[src/tb/targets.hex]
// one 64-bit word per sample, line n is sample n
// columns left to right: target3 target2 target1 target0, signed 8.8 hex
0100008000c0ff80
ff000040012000a0
00800100ffc00060
0040ff800080ffe0
00c0002001000010
ff40010000a0ff00
0020ffa000e00140
0180ff60003000c0
ffe000b0ff900100
0070ff2001400050
00a00060ffa000f0
ff8000d00010ff70
0110ffb000900030
ffd00130ff600080
00500090ffe00120
0160ff7000b0ff50

[src/nn_fmt_pkg.sv]
package nn_fmt_pkg;

    localparam int NEURON_NUM   = 4;
    localparam int LAYER_NUM    = 3;
    localparam int LAYER_LAST   = LAYER_NUM - 1;  // output layer
    localparam int SAMPLE_NUM   = 16;

    localparam int ACT_WIDTH    = 16;
    localparam int DELTA_WIDTH  = 18;
    localparam int WEIGHT_WIDTH = 16;
    localparam int FRAC_WIDTH   = 8;              // shared by all formats
    localparam int LR_SHIFT     = 3;              // learning rate 1/8

    // clip limits
    localparam int DELTA_MAX  = 2**(DELTA_WIDTH-1) - 1;
    localparam int DELTA_MIN  = -(2**(DELTA_WIDTH-1));
    localparam int WEIGHT_MAX = 2**(WEIGHT_WIDTH-1) - 1;
    localparam int WEIGHT_MIN = -(2**(WEIGHT_WIDTH-1));

    localparam int W_DIAG_INIT = 128;  // 0.5
    localparam int W_OFF_INIT  = 16;   // 1/16

    typedef logic signed [ACT_WIDTH-1:0]    act_t;
    typedef logic signed [DELTA_WIDTH-1:0]  delta_t;
    typedef logic signed [WEIGHT_WIDTH-1:0] weight_t;

    typedef act_t    [NEURON_NUM-1:0] act_vec_t;
    typedef delta_t  [NEURON_NUM-1:0] delta_vec_t;
    typedef weight_t [NEURON_NUM-1:0] weight_row_t;

    // row j = outgoing neuron j, cell k = weight from previous neuron k
    typedef weight_row_t [NEURON_NUM-1:0] weight_mat_t;

    // w_jk * delta_j, one cell per k
    typedef delta_t [NEURON_NUM-1:0] prod_row_t;

    typedef logic [1:0] layer_t;
    typedef logic [3:0] sample_t;
    typedef logic [$clog2(NEURON_NUM)-1:0] neuron_t;

endpackage

[src/bp_ctrl_pkg.sv]
package bp_ctrl_pkg;

    import nn_fmt_pkg::*;

    typedef enum logic [2:0] {
        IDLE,
        FETCH,
        PROP_MUL,
        PROP_SUM,
        UPDATE,
        DONE
    } bp_state_t;

    typedef enum logic [1:0] {
        ERR_NONE,
        ERR_BAD_LAYER,
        ERR_NO_DELTA,
        ERR_SATURATE
    } bp_err_t;

    typedef struct packed {
        layer_t   layer;
        sample_t  sample;
        act_vec_t z;       // pre-activations of this layer
        act_vec_t z_prev;  // pre-activations of the layer below
    } bp_req_t;

    typedef struct packed {
        weight_mat_t weights;
        bp_err_t     err;
    } bp_res_t;

endpackage

[src/error_fetcher.sv]
`timescale 1ns/100ps

module error_fetcher
    import nn_fmt_pkg::*;
    import bp_ctrl_pkg::*;
(
    input  logic       clk,
    input  logic       rst,
    input  logic       start,
    input  layer_t     layer,
    input  sample_t    sample,
    input  act_vec_t   z,
    input  delta_vec_t hidden_delta,
    input  logic       hidden_valid,
    output delta_vec_t delta,
    output logic       delta_valid,
    output bp_err_t    err
);

    // one 64-bit word per sample, target 0 in the low bits
    act_vec_t   targets [SAMPLE_NUM];
    act_vec_t   tgt;
    delta_vec_t delta_next;
    bp_err_t    err_next;

    initial begin
        $readmemh("/design/src/tb/targets.hex", targets);
    end

    assign tgt = targets[sample];

    always_comb begin
        err_next   = ERR_NONE;
        delta_next = '0;
        if (layer > layer_t'(LAYER_LAST)) begin
            err_next = ERR_BAD_LAYER;
        end else if (layer == layer_t'(LAYER_LAST)) begin
            for (int k = 0; k < NEURON_NUM; k++) begin
                // relu derivative masks inactive outputs
                if ($signed(z[k]) > 0) begin
                    delta_next[k] = $signed(z[k]) - $signed(tgt[k]);
                end
            end
        end else if (hidden_valid) begin
            delta_next = hidden_delta;  // error from the layer above
        end else begin
            err_next = ERR_NO_DELTA;
        end
    end

    always_ff @(posedge clk) begin
        if (rst) begin
            delta_valid <= 1'b0;
            err         <= ERR_NONE;
        end else begin
            delta_valid <= start;
            if (start) err <= err_next;
        end
    end

    always_ff @(posedge clk) begin
        if (start) delta <= delta_next;
    end

endmodule

[config.mk]
export PLATFORM = sky130hd
export DESIGN_NAME = error_fetcher
export DESIGN_NICKNAME = d
export VERILOG_FILES = /design/src/nn_fmt_pkg.sv /design/src/bp_ctrl_pkg.sv /design/src/error_fetcher.sv
export SDC_FILE = /design/constraint.sdc
export NUM_CORES = 1
export LEC_CHECK = 0
export BUFFER_PORTS_ARGS = -buffer_cell sky130_fd_sc_hd__buf_2
export CORE_MARGIN = 1
export CORE_UTILIZATION = 41
export DETAILED_ROUTE_END_ITERATION = 10
export PLACE_DENSITY = 0.78
export SYNTH_ARGS = -nofsm -noshare
export SYNTH_HDL_FRONTEND = slang
export SYNTH_SLANG_ARGS = --single-unit
[constraint.sdc]
create_clock -name clk -period 1.5 [get_ports clk]
set_input_delay 0.3 -clock clk [delete_from_list [all_inputs] [get_ports clk]]
set_output_delay 0.3 -clock clk [all_outputs]
set_load 0.03 [all_outputs]
==> summary.md <==
| Metric | Value |
|---|---|
| Drt drc | `0` |
| Resized Gates After CTS | `0` |
| RSZ-0062 raised after global routing | `no` |
| Postcts setup bufs | `0` |
| Critical Path End Type | `output pin` |
| Core Rows | `31` |
| Final Slew Violations | `0` |
| # setup viols final | `0` |
| Largest net degree at the start of global routing | `41` |
| DRT Pass-1 Iters | `5` |
| PwrDens | `roughly 1100 mW/mm^2` |
| P_int | `~0.0036 W` |
| Fillers | `a little over 600` |
| Vias | `roughly 2,600` |
| DRT iter0 DRCs | `~120` |
| DR WL/cell | `16.2 um` |
| Period utilisation layout | `0.804` |
| Global-route wire length before repair | `11.1 mm` |
| Antenna diodes | `0` |
| I/O pin count | `221` |
| Post-Layout Inst Area | `about 0.0045 mm^2` |
| Initial antenna violation count | `0` |
| Worst Max-Slew Pin Slew | `around 610 ps` |
| Top cells by count, synth | `72 x edfxtp_1, 60 x a32o_1, 12 x and2_1, 12 x buf_6, 5 x clkbuf_1` |
| Nets | `about 540` |
| Synthesized area per cell | `between 15 and 20 um^2` |
| Synthesis-to-layout area growth | `42.5%` |
| DR vias/cell | `roughly 5` |
| Sequential share of power | `0.507` |
| Net Sw Frac | `0.277` |
| Clk Latency, worst-skew pair | `~320 ps` |
| Detail Route met2 WL | `4.07 mm` |
| CTS tree | `yes` |
| Crit path DAT | `around 900 ps` |
| Crit path max-delay family | `flip-flops` |
| Largest cells by area after synthesis | `edfxtp_1 69%, a32o_1 19%, buf_6 4.3%` |
| Wire length on met1 | `a little over 3 mm` |
| Synthesized Nets | `approximately 320` |
| Leading area contributor after synthesis | `edfxtp_1` |
| Worst Path Buf+Inv | `1` |
| Routed wl met3 | `roughly 730 um` |
| Hold Crit Class | `in -> reg` |
| # hold bufs at CTS | `0` |
| Endpoints failing hold | `0` |
| Die Wd | `roughly 90 um` |
| FF+latch count, synth | `75` |
| Maximum fanout along the worst path | `1` |
| Layout cells sized above 1 | `0.610` |
| Area of placed instances | `0.00428 mm^2` |
| Total die area | `roughly 0.0080 mm^2` |
| TritonCTS Buffers | `9` |
| Initial Util | `0.428` |
| Sw Pwr | `about 0.0014 W` |
| Top Layer Used | `met4` |
| CTS Buffer Depth | `2` |
| Setup_tns | `0 ps` |
| Vias in the first global route | `approximately 2,300` |
| Worst Path Required | `about 1200 ps` |
| Outcome | `completed` |
| CP max stage delay | `~390 ps` |
| Peak supply drop | `slightly above 0.0006 V` |
| Cell count after synthesis | `between 150 and 200` |
| Clk_skew | `0 ps` |
| Crit path launch type | `register` |
| Clk pwr share | `0.303` |
| I/O Buffers | `approximately 220` |
| Synth warn | `0` |
| Combinational share of power | `0.190` |
| Max-slew headroom | `0.592` |
| Core area | `between 0.007 and 0.008 mm^2` |
| DRT antenna net count | `0` |
| Clk slew on worst S/H paths | `roughly 80 ps` |
| GPL Wtd Cong | `~0.77` |
| Yosys cell types | `15` |
| Detail Placement HPWL | `roughly 5.8 mm` |
| Total Wirelength | `roughly 8 mm` |
| Die height | `around 90 um` |
| Leakage power | `roughly 1.9 nW` |
| Post-synthesis sequential area ratio | `0.708` |
| CTS sink count | `between 70 and 80` |
| Hold WS | `approximately 180 ps` |
| Crit-path cells | `buf_2` |
| Area of the mapped netlist | `~0.0031 mm^2` |
| Count leader, synth | `edfxtp_1` |
| Slowest CP cell | `edfxtp_1` |
| FMAX | `about 0.83 GHz` |
| Yosys top cell area share | `0.688` |
| Max-cap violation count | `0` |
| Gr ovfl total | `0` |
| Fin crit period | `about 1200 ps` |
| Worst Setup Path Type | `reg -> out` |
| Main synth FF type | `edfxtp_1` |
| Ys async rst share | `0` |
| Clk root buf | `clkbuf_8` |
| H-tree depth | `3` |
| Gr usage total | `0.189` |
| Number of synthesized flops with an enable pin | `~70` |
routing by layer:
metal	vias up	track usage
met5	-	0
met4	0	0.0837
met3	12	0.0517
met2	149	0.314
met1	1189	0.231
li1	1206	-
cells in the final DEF (no fill, tap or decap), types with 2 or more instances in the layout:
master      n
a32o_1     60
clkinv_2    2
clkbuf_8    9
dfxtp_1     3
clkinv_4    2
buf_2     215
nand2b_1    2
buf_4       3
nor2_2      4
and2_1     12
edfxtp_1   72
a21oi_1     2
buf_12      4
cell type report:
| class | instances | area (um^2) | share of cell area |
|---|---|---|---|
| Clock buffer | 9 | 124 | 0.0277 |
| Tap cell | 99 | 124 | 0.0277 |
| Sequential cell | 75 | 2220 | 0.497 |
| Multi-Input combinational cell | 84 | 757 | 0.169 |
| Timing Repair Buffer | 222 | 1180 | 0.263 |
| Clock inverter | 7 | 68.8 | 0.0154 |
flip-flops by register name (all words and copies together), names as in the netlist:
name / cells
delta: 72
err: 2
delta_valid: 1
stage by stage:
step,util,total power [W],worst slack (ps),cells
after floorplan,-,0.00311,366,178
after global placement,0.584,0.00349,143,480
after detailed placement,0.584,0.00351,108,480
after CTS,0.610,0.00501,264,496
after global routing,0.610,0.00514,251,496
final,0.610,0.00496,293,496
path summary, 6_finish.rpt:
| check | endpoint | cells past startpoint | slack (ps) | startpoint |
|---|---|---|---|---|
| worst max-delay path | delta[11] | 1 | 290 | delta[11]$_SDFFCE_PP0P_ |
| worst min-delay path | err[0]$_SDFFE_PP0P_ | 2 | 180 | rst |
| worst max register to register | err[0]$_SDFFE_PP0P_ | 2 | 940 | err[0]$_SDFFE_PP0P_ |
| worst min register to register | err[1]$_SDFFE_PP0P_ | 2 | 470 | err[1]$_SDFFE_PP0P_ |
cells by family (layout without fill, tap and decap cells):
kind of cell | after synthesis | after routing | synth area share
AO/OA/AOI/OAI | 62 | 62 | 0.194
AND/OR/NAND/NOR | 22 | 22 | 0.0450
buffers and inverters | 19 | 238 | 0.0530
flip-flops | 75 | 75 | 0.708
power by group through the flow:
stage | Clock [W] | Sequential [W] | Combinational [W]
6_report | 0.00150 | 0.00251 | 0.000943
5_1_grt | 0.00160 | 0.00253 | 0.00100
4_1_cts | 0.00154 | 0.00251 | 0.000949
3_5_place_dp | 0 | 0.00256 | 0.000948
3_3_place_gp | 0 | 0.00255 | 0.000935
2_1_floorplan | 0 | 0.00291 | 0.000196
Note: power is estimated with default switching activity, not from simulation.
