<file path="config.mk">
export PLATFORM = sky130hd
export DESIGN_NAME = error_propagator
export DESIGN_NICKNAME = d
export VERILOG_FILES = /design/src/nn_fmt_pkg.sv /design/src/error_propagator.sv
export SDC_FILE = /design/constraint.sdc
export NUM_CORES = 1
export LEC_CHECK = 0
export ABC_AREA = 1
export BUFFER_PORTS_ARGS = -buffer_cell sky130_fd_sc_hd__buf_2
export CAP_MARGIN = 20
export CORE_AREA = 2 2 165 167
export DETAILED_ROUTE_END_ITERATION = 6
export DIE_AREA = 0 0 167 169
export GPL_TIMING_DRIVEN = 1
export PLACE_DENSITY_LB_ADDON = 0.08
export SLEW_MARGIN = 20
export SYNTH_ARGS = -nofsm -noshare
export SYNTH_HDL_FRONTEND = slang
export SYNTH_SLANG_ARGS = --single-unit
</file>
<file path="constraint.sdc">
create_clock -name clk -period 3.4 [get_ports clk]
set_clock_uncertainty 0.1 [all_clocks]
set_input_delay 0.17 -clock clk [delete_from_list [all_inputs] [get_ports clk]]
set_output_delay 0.17 -clock clk [all_outputs]
set_load 0.02 [all_outputs]
</file>
<file path="src/nn_fmt_pkg.sv">
package nn_fmt_pkg;

    localparam int NEURON_NUM   = 4;
    localparam int LAYER_NUM    = 3;
    localparam int LAYER_LAST   = LAYER_NUM - 1;  // output layer
    localparam int SAMPLE_NUM   = 16;

    localparam int ACT_WIDTH    = 16;
    localparam int DELTA_WIDTH  = 18;
    localparam int WEIGHT_WIDTH = 16;
    localparam int FRAC_WIDTH   = 8;              // shared by all formats
    localparam int LR_SHIFT     = 3;              // learning rate 1/8

    // clip limits
    localparam int DELTA_MAX  = 2**(DELTA_WIDTH-1) - 1;
    localparam int DELTA_MIN  = -(2**(DELTA_WIDTH-1));
    localparam int WEIGHT_MAX = 2**(WEIGHT_WIDTH-1) - 1;
    localparam int WEIGHT_MIN = -(2**(WEIGHT_WIDTH-1));

    localparam int W_DIAG_INIT = 128;  // 0.5
    localparam int W_OFF_INIT  = 16;   // 1/16

    typedef logic signed [ACT_WIDTH-1:0]    act_t;
    typedef logic signed [DELTA_WIDTH-1:0]  delta_t;
    typedef logic signed [WEIGHT_WIDTH-1:0] weight_t;

    typedef act_t    [NEURON_NUM-1:0] act_vec_t;
    typedef delta_t  [NEURON_NUM-1:0] delta_vec_t;
    typedef weight_t [NEURON_NUM-1:0] weight_row_t;

    // row j = outgoing neuron j, cell k = weight from previous neuron k
    typedef weight_row_t [NEURON_NUM-1:0] weight_mat_t;

    // w_jk * delta_j, one cell per k
    typedef delta_t [NEURON_NUM-1:0] prod_row_t;

    typedef logic [1:0] layer_t;
    typedef logic [3:0] sample_t;
    typedef logic [$clog2(NEURON_NUM)-1:0] neuron_t;

endpackage

</file>
<file path="src/error_propagator.sv">
`timescale 1ns/100ps

module error_propagator
    import nn_fmt_pkg::*;
(
    input  logic       clk,
    input  logic       rst,
    input  logic       sum_en,
    input  prod_row_t  prods [NEURON_NUM],
    input  act_vec_t   z_prev,
    output delta_vec_t hidden_delta,
    output logic       hidden_valid,
    output logic       sat_flag
);

    delta_vec_t            sum_next;
    logic [NEURON_NUM-1:0] clip;

    always_comb begin
        logic signed [DELTA_WIDTH+$clog2(NEURON_NUM)-1:0] acc;
        for (int k = 0; k < NEURON_NUM; k++) begin
            acc = '0;
            for (int j = 0; j < NEURON_NUM; j++) begin
                acc = acc + $signed(prods[j][k]);  // column k over all rows
            end
            clip[k]     = 1'b0;
            sum_next[k] = '0;
            if ($signed(z_prev[k]) > 0) begin
                if (acc > DELTA_MAX) begin
                    sum_next[k] = delta_t'(DELTA_MAX);
                    clip[k]     = 1'b1;
                end else if (acc < DELTA_MIN) begin
                    sum_next[k] = delta_t'(DELTA_MIN);
                    clip[k]     = 1'b1;
                end else begin
                    sum_next[k] = acc[DELTA_WIDTH-1:0];
                end
            end
        end
    end

    always_ff @(posedge clk) begin
        if (rst) begin
            hidden_valid <= 1'b0;
            sat_flag     <= 1'b0;
        end else if (sum_en) begin
            hidden_valid <= 1'b1;  // sticky until reset
            sat_flag     <= |clip;
        end
    end

    always_ff @(posedge clk) begin
        if (sum_en) hidden_delta <= sum_next;  // kept for next hidden-layer request
    end

endmodule

</file>
==> results of run 1 <==
[critical path: cells and delay by family]
family	cells	cell delay, ns
fa+ha+maj	4	1.62
simple gates	11	0.96
compound gates	1	0.04
buf+inv	4	0.34
[flip-flops by register name, summed over array words and instances, names as in the netlist]
signal,flops
sat_flag,1
hidden_delta,72
hidden_valid,1
[cells in the final DEF, fill, tap and decap left out, drive strengths merged, types with 3 or more instances in the layout]
cell type / Yosys / layout
fa: 148 / 148
a21oi: 68 / 68
nor4: 16 / 16
o21bai: 9 / 9
a41oi: 3 / 3
inv: 483 / 483
edfxtp: 72 / 72
clkbuf: 0 / 10
a31oi: 7 / 7
nor3: 6 / 6
and3: 4 / 4
xnor2: 34 / 34
clkinvlp: 0 / 3
nand3: 60 / 60
nor2: 86 / 86
buf: 8 / 498
o21ai: 75 / 75
ha: 76 / 76
xor2: 23 / 23
nand2: 257 / 257
[power groups by stage]
stage	clock network [mW]	registers [mW]	logic (mW)
after floorplan	0	2.23	4.09
after global placement	0	1.73	6.72
after detailed placement	0	1.74	6.79
after CTS	1.06	1.73	6.82
after global routing	1.09	1.76	7.60
final	1.03	1.72	6.75
[cells by family (layout without fill, tap and decap cells)]
group | Yosys count | count (layout) | synth area share [%]
adder cells (fa/ha/maj) | 224 | 224 | 33.98
buffers and inverters | 491 | 998 | 16.52
XOR/XNOR | 57 | 57 | 4.334
AND/OR/NAND/NOR | 433 | 433 | 16.92
flip-flops | 74 | 74 | 19.12
AO/OA/AOI/OAI | 169 | 169 | 9.124
[Yosys cell counts (3+ instances only)]
cell type | instances | area share, %
nor2_1 | 76 | 2.5
nor4_1 | 16 | 0.87
nor2_2 | 10 | 0.54
o21bai_1 | 9 | 0.59
fa_1 | 148 | 26
ha_1 | 76 | 8.3
edfxtp_1 | 72 | 19
xnor2_1 | 34 | 2.6
nand2_4 | 6 | 0.59
nor3_1 | 5 | 0.22
a31oi_1 | 7 | 0.38
nand3_1 | 50 | 2.2
a41oi_1 | 3 | 0.23
inv_1 | 478 | 16
inv_2 | 5 | 0.16
and3_1 | 4 | 0.22
buf_6 | 8 | 0.78
nand2_2 | 20 | 1.1
nand3_2 | 10 | 0.87
o21ai_0 | 37 | 1.6
a21oi_1 | 67 | 2.9
o21ai_2 | 36 | 2.7
xor2_1 | 23 | 1.7
nand2_1 | 231 | 7.5
[worst paths after layout]
kind	endpoint	slack, ns	depth (start not counted)
worst min register to register	hidden_valid	0.40	2
worst max register to register	sat_flag	2.58	2
worst min-delay path	hidden_delta[36]	0.18	4
worst max-delay path	hidden_delta[61]	0.26	20
[routing by layer]
| layer | GRT usage [%] | wire (um) |
|---|---|---|
| met1 | 26.53 | 12480 |
| met2 | 36.77 | 14530 |
| met3 | 2.969 | 1579 |
| met4 | 5.322 | 493 |
| met5 | 0 | 0 |
[repair_timing]
item | CTS | global route
gates resized for setup | 0 | 3
hold buffers | 1 | 0
setup endpoints to repair | 0 | 14
hold endpoints to repair | 1 | 0
[final cells by class]
type / instances / area, um2
Multi-Input combinational cell: 883 / 7430
Clock inverter: 6 / 91.34
Inverter: 483 / 1813
Tap cell: 341 / 426.7
Fill cell: 2554 / 11580
Timing Repair Buffer: 499 / 2730
Sequential cell: 74 / 2202
Clock buffer: 10 / 229.0
[stage by stage]
stage / cells / TNS [ns]
floorplan: 1448 / 0
global placement: 2279 / -1.452
finish: 2296 / 0
global route: 2296 / 0
CTS: 2296 / 0
detailed placement: 2279 / -4.817
==> run_results.csv, run 1 <==
group,metric,value,unit
place,pre_cts_ws,-0.1564,ns
final_layout,final_area,0.01492,mm2
timing,rsz0062_at_grt,"false",
place,dp_hpwl,26270,um
detailed_routing,drcViolationCount,0,
detailed_routing,num_vias,10370,
synth,synthCells,1448,
critical_path,worst-path-max-fanout,11,
floorplanning,die_x,167,um
power,combPwrFrac,71.0,%
synth,synth_ff_type,"edfxtp_1",
detailed_routing,ant_nets,0,
floorplanning,die_y,169,um
floorplanning,die_area,0.02822,mm2
timing,maxSlewViolCount,0,
floorplanning,core_area,0.02650,mm2
critical_path,crit_path_end_kind,"flip-flop",
synth,synth_area,0.01152,mm2
critical_path,slowest_stage,"fa_1",
final_layout,n_antenna_cell,0,
timing,setup_viol,0,
critical_path,cp_common_cell,"nand2_1",
timing,timing.hold.ws,0.1815,ns
clocking,root_buffer,"clkbuf_16",
timing,period_needed,3.143,ns
synth,syn-num-nets,2027,
clocking,insertion_delay,0.34,ns
place,port_buffers,428,
synth,yosysUniqueCellTypes,36,
floorplanning,ioPinCount,429,
critical_path,crit_chain,"buf_2, inv_1, fa_1, inv_1, fa_1, ha_1, fa_1, nand3_1, nand2_2, nand2_1, nand2_2, nand2_1, nand2_1, nand2_1, nand2_1, nand3_1, nand2_2, nand2_4, buf_4, o21ai_2",
power,p_total,9.509,mW
detailed_routing,wl_per_cell,12.67,um
timing,hold_viol_final,0,
place,dpl_cell_area,0.01458,mm2
critical_path,crit_type,"input pin to flip-flop",
flow_run,cap_violations,0,
clocking,cts_made_buffers,9,
power,pwr_density_cell,637.2,mW/mm2
grt,grt_pass1_vias,10100,
power,p_leak,8.684,nW
run_status,status,"finished clean",
hold_path,worstHoldStart,"prods[252]",
power,irDropWorstVdd,0.0002641,V
timing,setup_ws,0.2571,ns
grt,grt_pass1_wl,47290,um
timing,worstMarginPinSlew,1.001,ns
critical_path,required,3.39,ns
final_layout,nets,2529,
power,p_clk_share,10.9,%
grt,grt_max_degree,64,
synth,ys_seq_area_share,19.12,%
power,switchingPower,4.491,mW
place,gp_congestion,0.8373,
clocking,cts_tree,"yes",
detailed_routing,drtPass1Iterations,5,
clocking,postCtsSetupBuffers,0,
grt,grt-ovfl-total,0,
critical_path,slowest_delay,0.54,ns
clocking,path_clk_slew,0.06,ns
final_layout,finish.utilization,56.31,%
clocking,cts_num_sinks,74,
timing,slew-limit-headroom,33.30,%
floorplanning,initial_utilization,43.47,%
synth,async_reset_ff_share,0,%
detailed_routing,vias_per_cell,4.516,
floorplanning,num_rows,60,
clocking,htree_levels,3,
detailed_routing,drt_wl_total,29090,um
final_layout,area_delta_synth_final,29.55,%
synth,synth-seq-cells,74,
power,switching_share,47.23,%
synth,synth_edf_count,72,
power,pwr-share-seq,18.1,%
timing,final.period_utilization,92.44,%
power,power.internal,5.017,mW
critical_path,cp.arrival,3.13,ns
critical_path,setup.worst_path.start,"prods[55]",
detailed_routing,drtIter0Drc,423,
clocking,clk_path_buf_depth,2,
synth,yosysWarnings,0,
final_layout,layout-drive-gt1-share,31.00,%
critical_path,critPathLaunchType,"input pin",
synth,post_synth.cell_area_avg,7.955,um2
grt,grtUsageTotal,20.69,%
timing,max_freq,318.2,MHz
grt,antenna_found_initial,3,
critical_path,reg2reg_from,"sat_flag",
hold_path,hold_class,"input pin to flip-flop",
No activity file was read; power rests on OpenSTA's default activity.
==> run 2, diff against run 1 <==
--- a/config.mk
+++ b/config.mk
@@ -9,6 +9,7 @@
 export BUFFER_PORTS_ARGS = -buffer_cell sky130_fd_sc_hd__buf_2
 export CAP_MARGIN = 20
 export CORE_AREA = 2 2 165 167
+export CTS_BUF_LIST = sky130_fd_sc_hd__clkbuf_16
 export DETAILED_ROUTE_END_ITERATION = 6
 export DIE_AREA = 0 0 167 169
 export GPL_TIMING_DRIVEN = 1
==> run 2 against run 1 <==
Total power barely moved. Clock power barely moved. Sequential power barely moved. Setup slack improved by 0.0017 ns. Via count rose by 0.16%. First-iteration DRC count did not move. Core utilization did not move. Cell count did not move. Combinational power barely moved. Critical endpoint unchanged. Largest cell class unchanged. Largest power group unchanged.
==> run_results.csv, run 2 (synthesis gave the netlist of run 1 again) <==
group,metric,value,unit
flow_run,cap_violations,0,
grt,grt_pass1_wl,47290,um
clocking,cts_tree,"yes",
floorplanning,die_x,167,um
grt,grt_max_degree,64,
final_layout,nets,2529,
final_layout,n_antenna_cell,0,
final_layout,layout_common_cells,"inv_1 (479), buf_2 (427), nand2_1 (231)",
floorplanning,num_rows,60,
timing,setup_ws,0.2588,ns
timing,worstMarginPinSlew,1.004,ns
critical_path,rr_worst_depth,2,
final_layout,top_regs,"hidden_delta: 72 flops, hidden_valid: 1 flops, sat_flag: 1 flops",
critical_path,r2r_setup_slack,2.58,ns
detailed_routing,wl_per_cell,12.66,um
critical_path,rr_endpoint,"sat_flag",
floorplanning,core_area,0.02650,mm2
detailed_routing,drtPass1Iterations,5,
critical_path,crit_path_end_kind,"flip-flop",
final_layout,finish.utilization,56.31,%
clocking,cts_num_sinks,74,
place,port_buffers,428,
detailed_routing,num_vias,10390,
critical_path,crit_chain,"buf_2, inv_1, fa_1, inv_1, fa_1, ha_1, fa_1, nand3_1, nand2_2, nand2_1, nand2_2, nand2_1, nand2_1, nand2_1, nand2_1, nand3_1, nand2_2, nand2_4, buf_4, o21ai_2",
grt,grt_pass1_vias,10100,
critical_path,critPathLaunchType,"input pin",
power,irDropWorstVdd,0.0002641,V
timing,period_needed,3.141,ns
critical_path,worst-path-max-fanout,11,
hold_path,worstHoldStart,"prods[252]",
grt,antenna_found_initial,3,
timing,maxSlewViolCount,0,
timing,final.period_utilization,92.39,%
timing,slew-limit-headroom,33.08,%
critical_path,crit_type,"input pin to flip-flop",
floorplanning,die_area,0.02822,mm2
timing,fin_tns_setup,0,ns
detailed_routing,vias_per_cell,4.523,
critical_path,reg2reg_from,"sat_flag",
grt,grtUsageTotal,20.69,%
hold_path,hold_class,"input pin to flip-flop",
critical_path,slowest_delay,0.54,ns
final_layout,layout-drive-gt1-share,31.00,%
clocking,cts_made_buffers,9,
critical_path,crit_family,"adder cells",
detailed_routing,drtIter0Drc,423,
timing,max_freq,318.4,MHz
critical_path,cp.arrival,3.13,ns
critical_path,cp_common_cell,"nand2_1",
floorplanning,die_y,169,um
clocking,clk_path_buf_depth,2,
place,gp_congestion,0.8373,
grt,grt-ovfl-total,0,
final_layout,final_common_cell,"inv_1",
clocking,path_clk_slew,0.06,ns
final_layout,fillCellCount,2554,
final_layout,area_delta_synth_final,29.55,%
hold_path,hold_depth,4,
clocking,htree_levels,3,
floorplanning,ioPinCount,429,
hold_path,holdPathEnd,"hidden_delta[36]",
final_layout,largest_reg_flops,72,
clocking,insertion_delay,0.34,ns
power,pwr_density_cell,637.0,mW/mm2
place,dp_hpwl,26270,um
floorplanning,initial_utilization,43.47,%
final_layout,multi_input_area,0.007430,mm2
critical_path,slowest_stage,"fa_1",
detailed_routing,drcViolationCount,0,
power,p_leak,8.688,nW
critical_path,required,3.39,ns
run_status,status,"finished clean",
timing,setup_viol,0,
timing,rsz0062_at_grt,"false",
place,pre_cts_ws,-0.1564,ns
timing,hold_viol_final,0,
detailed_routing,drt_wl_total,29080,um
clocking,root_buffer,"clkbuf_16",
detailed_routing,ant_nets,0,
final_layout,top_register,"hidden_delta",
final_layout,seq_area,0.002202,mm2
critical_path,worst-path-buf-inv,4,
[run 2: changes by cell type in the layout (fill, tap and decap cells not counted), sizes merged]
cell / change
clkbuf: -1
inv: +1
[run 2: how the worst max path moves through the flow]
stage | from | end | slack [ns] | cells past startpoint
floorplan | prods[55] | hidden_delta[61] | 0.11 | 21
global placement | prods[37] | hidden_delta[39] | -0.06 | 19
detailed placement | prods[37] | hidden_delta[41] | -0.16 | 19
CTS | prods[37] | hidden_delta[41] | 0.19 | 19
global route | prods[19] | hidden_delta[34] | 0.01 | 21
finish | prods[55] | hidden_delta[61] | 0.26 | 20
[run 2: power breakdown]
group / internal, mW / switching, mW
Clock: 0.641 / 0.388
Combinational: 2.78 / 3.98
Sequential: 1.60 / 0.125
[run 2: routing by layer]
| layer | GRT usage [%] | vias up | part of all wire, % |
|---|---|---|---|
| met4 | 5.322 | 0 | 1.5 |
| met5 | 0 | - | 0 |
| met3 | 2.969 | 27 | 5.7 |
| met1 | 26.53 | 4731 | 43 |
| li1 | - | 5321 | - |
| met2 | 36.77 | 306 | 50 |
[run 2: repair_timing]
| item | CTS | global route |
|---|---|---|
| resized for setup | 0 | 3 |
| hold endpoints to repair | 1 | 0 |
| setup buffers | 0 | 0 |
| endpoints found under the setup margin | 0 | 14 |
| hold buffers | 1 | 0 |
[run 2: through the flow]
step                      power, mW  std cells  area (um2)  hold WS [ns]
final                         9.506       2296       14920        0.1818
after global routing          10.44       2296       14920        0.1779
after floorplan               6.317       1448       11520        0.1424
after CTS                     9.603       2296       14910        0.1582
after detailed placement      8.531       2279       14580        0.2550
after global placement        8.448       2279       14580        0.2468
[run 2: final cells by class]
class	instances	share of cell area [%]
multi-input cells	883	49.79
flip-flops and latches	74	14.76
inverters	483	12.15
clock buffers	9	1.509
clock inverters	7	0.6373
repair buffers	499	18.30
well taps	341	2.859
[run 2: worst reg2reg max path, cell delays in order (launching register included)]
cell      delay, ns
dfxtp_1        0.34
o21bai_1       0.19
nor2_1         0.08
==> run 3, diff against run 2 <==
--- a/config.mk
+++ b/config.mk
@@ -13,6 +13,7 @@
 export DETAILED_ROUTE_END_ITERATION = 6
 export DIE_AREA = 0 0 167 169
 export GPL_TIMING_DRIVEN = 1
+export MAX_ROUTING_LAYER = met4
 export PLACE_DENSITY_LB_ADDON = 0.08
 export SLEW_MARGIN = 20
 export SYNTH_ARGS = -nofsm -noshare
==> run 3 against run 2 <==
Cell area down 0.11%. Routed wire length rose by 0.45%. Maximum frequency shrank 0.81%. Register-to-register slack better by 0.05 ns. Clock power down 8%. Flip-flop and latch count did not move. Via count shrank 0.65%. Sequential power barely moved. Sequential share of layout area about the same. Critical path depth stayed put. Largest power group unchanged.
==> run_results.csv, run 3 (synthesis gave the netlist of run 1 again) <==
group,metric,value,unit
final_layout,top_register,"hidden_delta",
timing,max_freq,315.8,MHz
timing,rsz0062_at_grt,"false",
detailed_routing,num_vias,10320,
timing,maxSlewViolCount,0,
grt,grt_pass1_wl,47510,um
critical_path,required,3.39,ns
detailed_routing,drtIter0Drc,345,
place,dpl_cell_area,0.01456,mm2
timing,period_needed,3.167,ns
final_layout,layout-drive-gt1-share,31.01,%
power,switchingPower,4.493,mW
timing,hold_viol_final,0,
critical_path,crit_path_end_kind,"flip-flop",
grt,grtUsageTotal,21.51,%
floorplanning,initial_utilization,43.47,%
place,port_buffers,428,
place,dp_hpwl,26310,um
grt,grt_max_degree,76,
power,switching_share,47.62,%
timing,final.period_utilization,93.15,%
timing,slew-limit-headroom,20.41,%
clocking,path_clk_slew,0.06,ns
power,power.internal,4.943,mW
floorplanning,die_x,167,um
floorplanning,die_area,0.02822,mm2
grt,grt-ovfl-total,0,
critical_path,crit_type,"input pin to flip-flop",
floorplanning,core_area,0.02650,mm2
final_layout,nets,2528,
power,p_clk_share,10.0,%
power,combPwrFrac,71.7,%
detailed_routing,ant_nets,0,
timing,fin_tns_setup,0,ns
timing,timing.hold.ws,0.1551,ns
power,pwr_density_cell,633.1,mW/mm2
clocking,cts_tree,"yes",
timing,worstMarginPinSlew,1.178,ns
final_layout,final_common_cell,"inv_1",
detailed_routing,drcViolationCount,0,
final_layout,top_regs,"hidden_delta: 72 flops, hidden_valid: 1 flops, sat_flag: 1 flops",
power,irDropWorstVdd,0.0002770,V
clocking,htree_levels,3,
detailed_routing,wl_per_cell,12.72,um
timing,setup_viol,0,
clocking,cts_num_sinks,74,
final_layout,finish.utilization,56.25,%
critical_path,worst-path-max-fanout,8,
power,p_leak,8.673,nW
clocking,insertion_delay,0.34,ns
grt,grt_pass1_vias,10200,
floorplanning,num_rows,60,
run_status,status,"finished clean",
floorplanning,die_y,169,um
critical_path,r2r_setup_slack,2.63,ns
final_layout,layoutNonFillerInstCount,2297,
clocking,cts_made_buffers,9,
floorplanning,ioPinCount,429,
detailed_routing,drt_wl_total,29210,um
place,gp_congestion,0.8532,
final_layout,largest_reg_flops,72,
place,dp_cells,2277,
critical_path,cp.arrival,3.16,ns
hold_path,hold_class,"input pin to flip-flop",
final_layout,final_area,0.01491,mm2
final_layout,area_delta_synth_final,29.40,%
power,pwr-share-seq,18.2,%
grt,antenna_found_initial,3,
flow_run,cap_violations,0,
clocking,root_buffer,"clkbuf_16",
detailed_routing,drtPass1Iterations,4,
critical_path,critPathLaunchType,"input pin",
clocking,postCtsSetupBuffers,0,
detailed_routing,vias_per_cell,4.492,
clocking,clk_path_buf_depth,2,
final_layout,layout_common_cells,"inv_1 (478), buf_2 (427), nand2_1 (231)",
==> run 3: changes by cell type in the layout (fill, tap and decap cells not counted), sizes merged <==
cell	before	now
buf	498	496
bufinv	2	1
clkinv	1	3
clkinvlp	3	2
diode	0	2
nand2	257	258
==> run 3: cell type report <==
class | instances | area (um2)
tap | 341 | 426.7
antenna | 2 | 5.005
fill | 2579 | 11590
multi-input combinational | 884 | 7450
clock inverter | 7 | 68.82
sequential | 74 | 2202
timing repair buffer | 497 | 2715
inverter | 483 | 1813
clock buffer | 9 | 225.2
==> run 3: worst paths after layout <==
check	start	end	depth (start not counted)
max	prods[55]	hidden_delta[66]	20
max reg2reg	sat_flag	sat_flag	2
min	prods[234]	hidden_delta[18]	4
min reg2reg	hidden_valid	hidden_valid	2
==> run 3: power by group through the flow <==
stage / clock (mW) / sequential (mW) / combinational [mW]
final: 0.947 / 1.72 / 6.77
after global routing: 1.01 / 1.75 / 7.61
after CTS: 0.963 / 1.73 / 6.81
after detailed placement: 0 / 1.74 / 6.78
after global placement: 0 / 1.73 / 6.71
after floorplan: 0 / 2.23 / 4.09
==> run 3: timing repair <==
| item | 4_1_cts | 5_1_grt |
|---|---|---|
| resized for setup | 0 | 4 |
| setup endpoints to repair | 0 | 6 |
| hold endpoints to repair | 1 | 0 |
| hold buffers | 1 | 0 |
==> run 3: stage by stage <==
step	worst slack (ns)	power [mW]
after floorplan	0.1064	6.317
after global placement	-0.07031	8.441
after detailed placement	-0.1550	8.521
after CTS	0.1870	9.505
after global routing	0.005542	10.38
final	0.2331	9.436
==> run 3: worst max-delay path, stage by stage <==
cell and delay (ns):
buf_2 0.08, inv_1 0.05, fa_1 0.54, inv_1 0.06, fa_1 0.45, ha_1 0.24, fa_1 0.39, nand3_1 0.11
nand2_2 0.08, nand2_1 0.09, nand2_2 0.06, nand2_1 0.10, nand3_1 0.08, nand2_1 0.08, nand3_1 0.08, nand2_1 0.10
inv_2 0.05, nand2_2 0.13, buf_12 0.16, o21ai_2 0.05
==> run 3: metal layers <==
layer / wire, um / global-route usage [%]
met1: 12600 / 26.72
met2: 14600 / 37.79
met3: 1491 / 2.174
met4: 518 / 5.397
met5: 0 / -
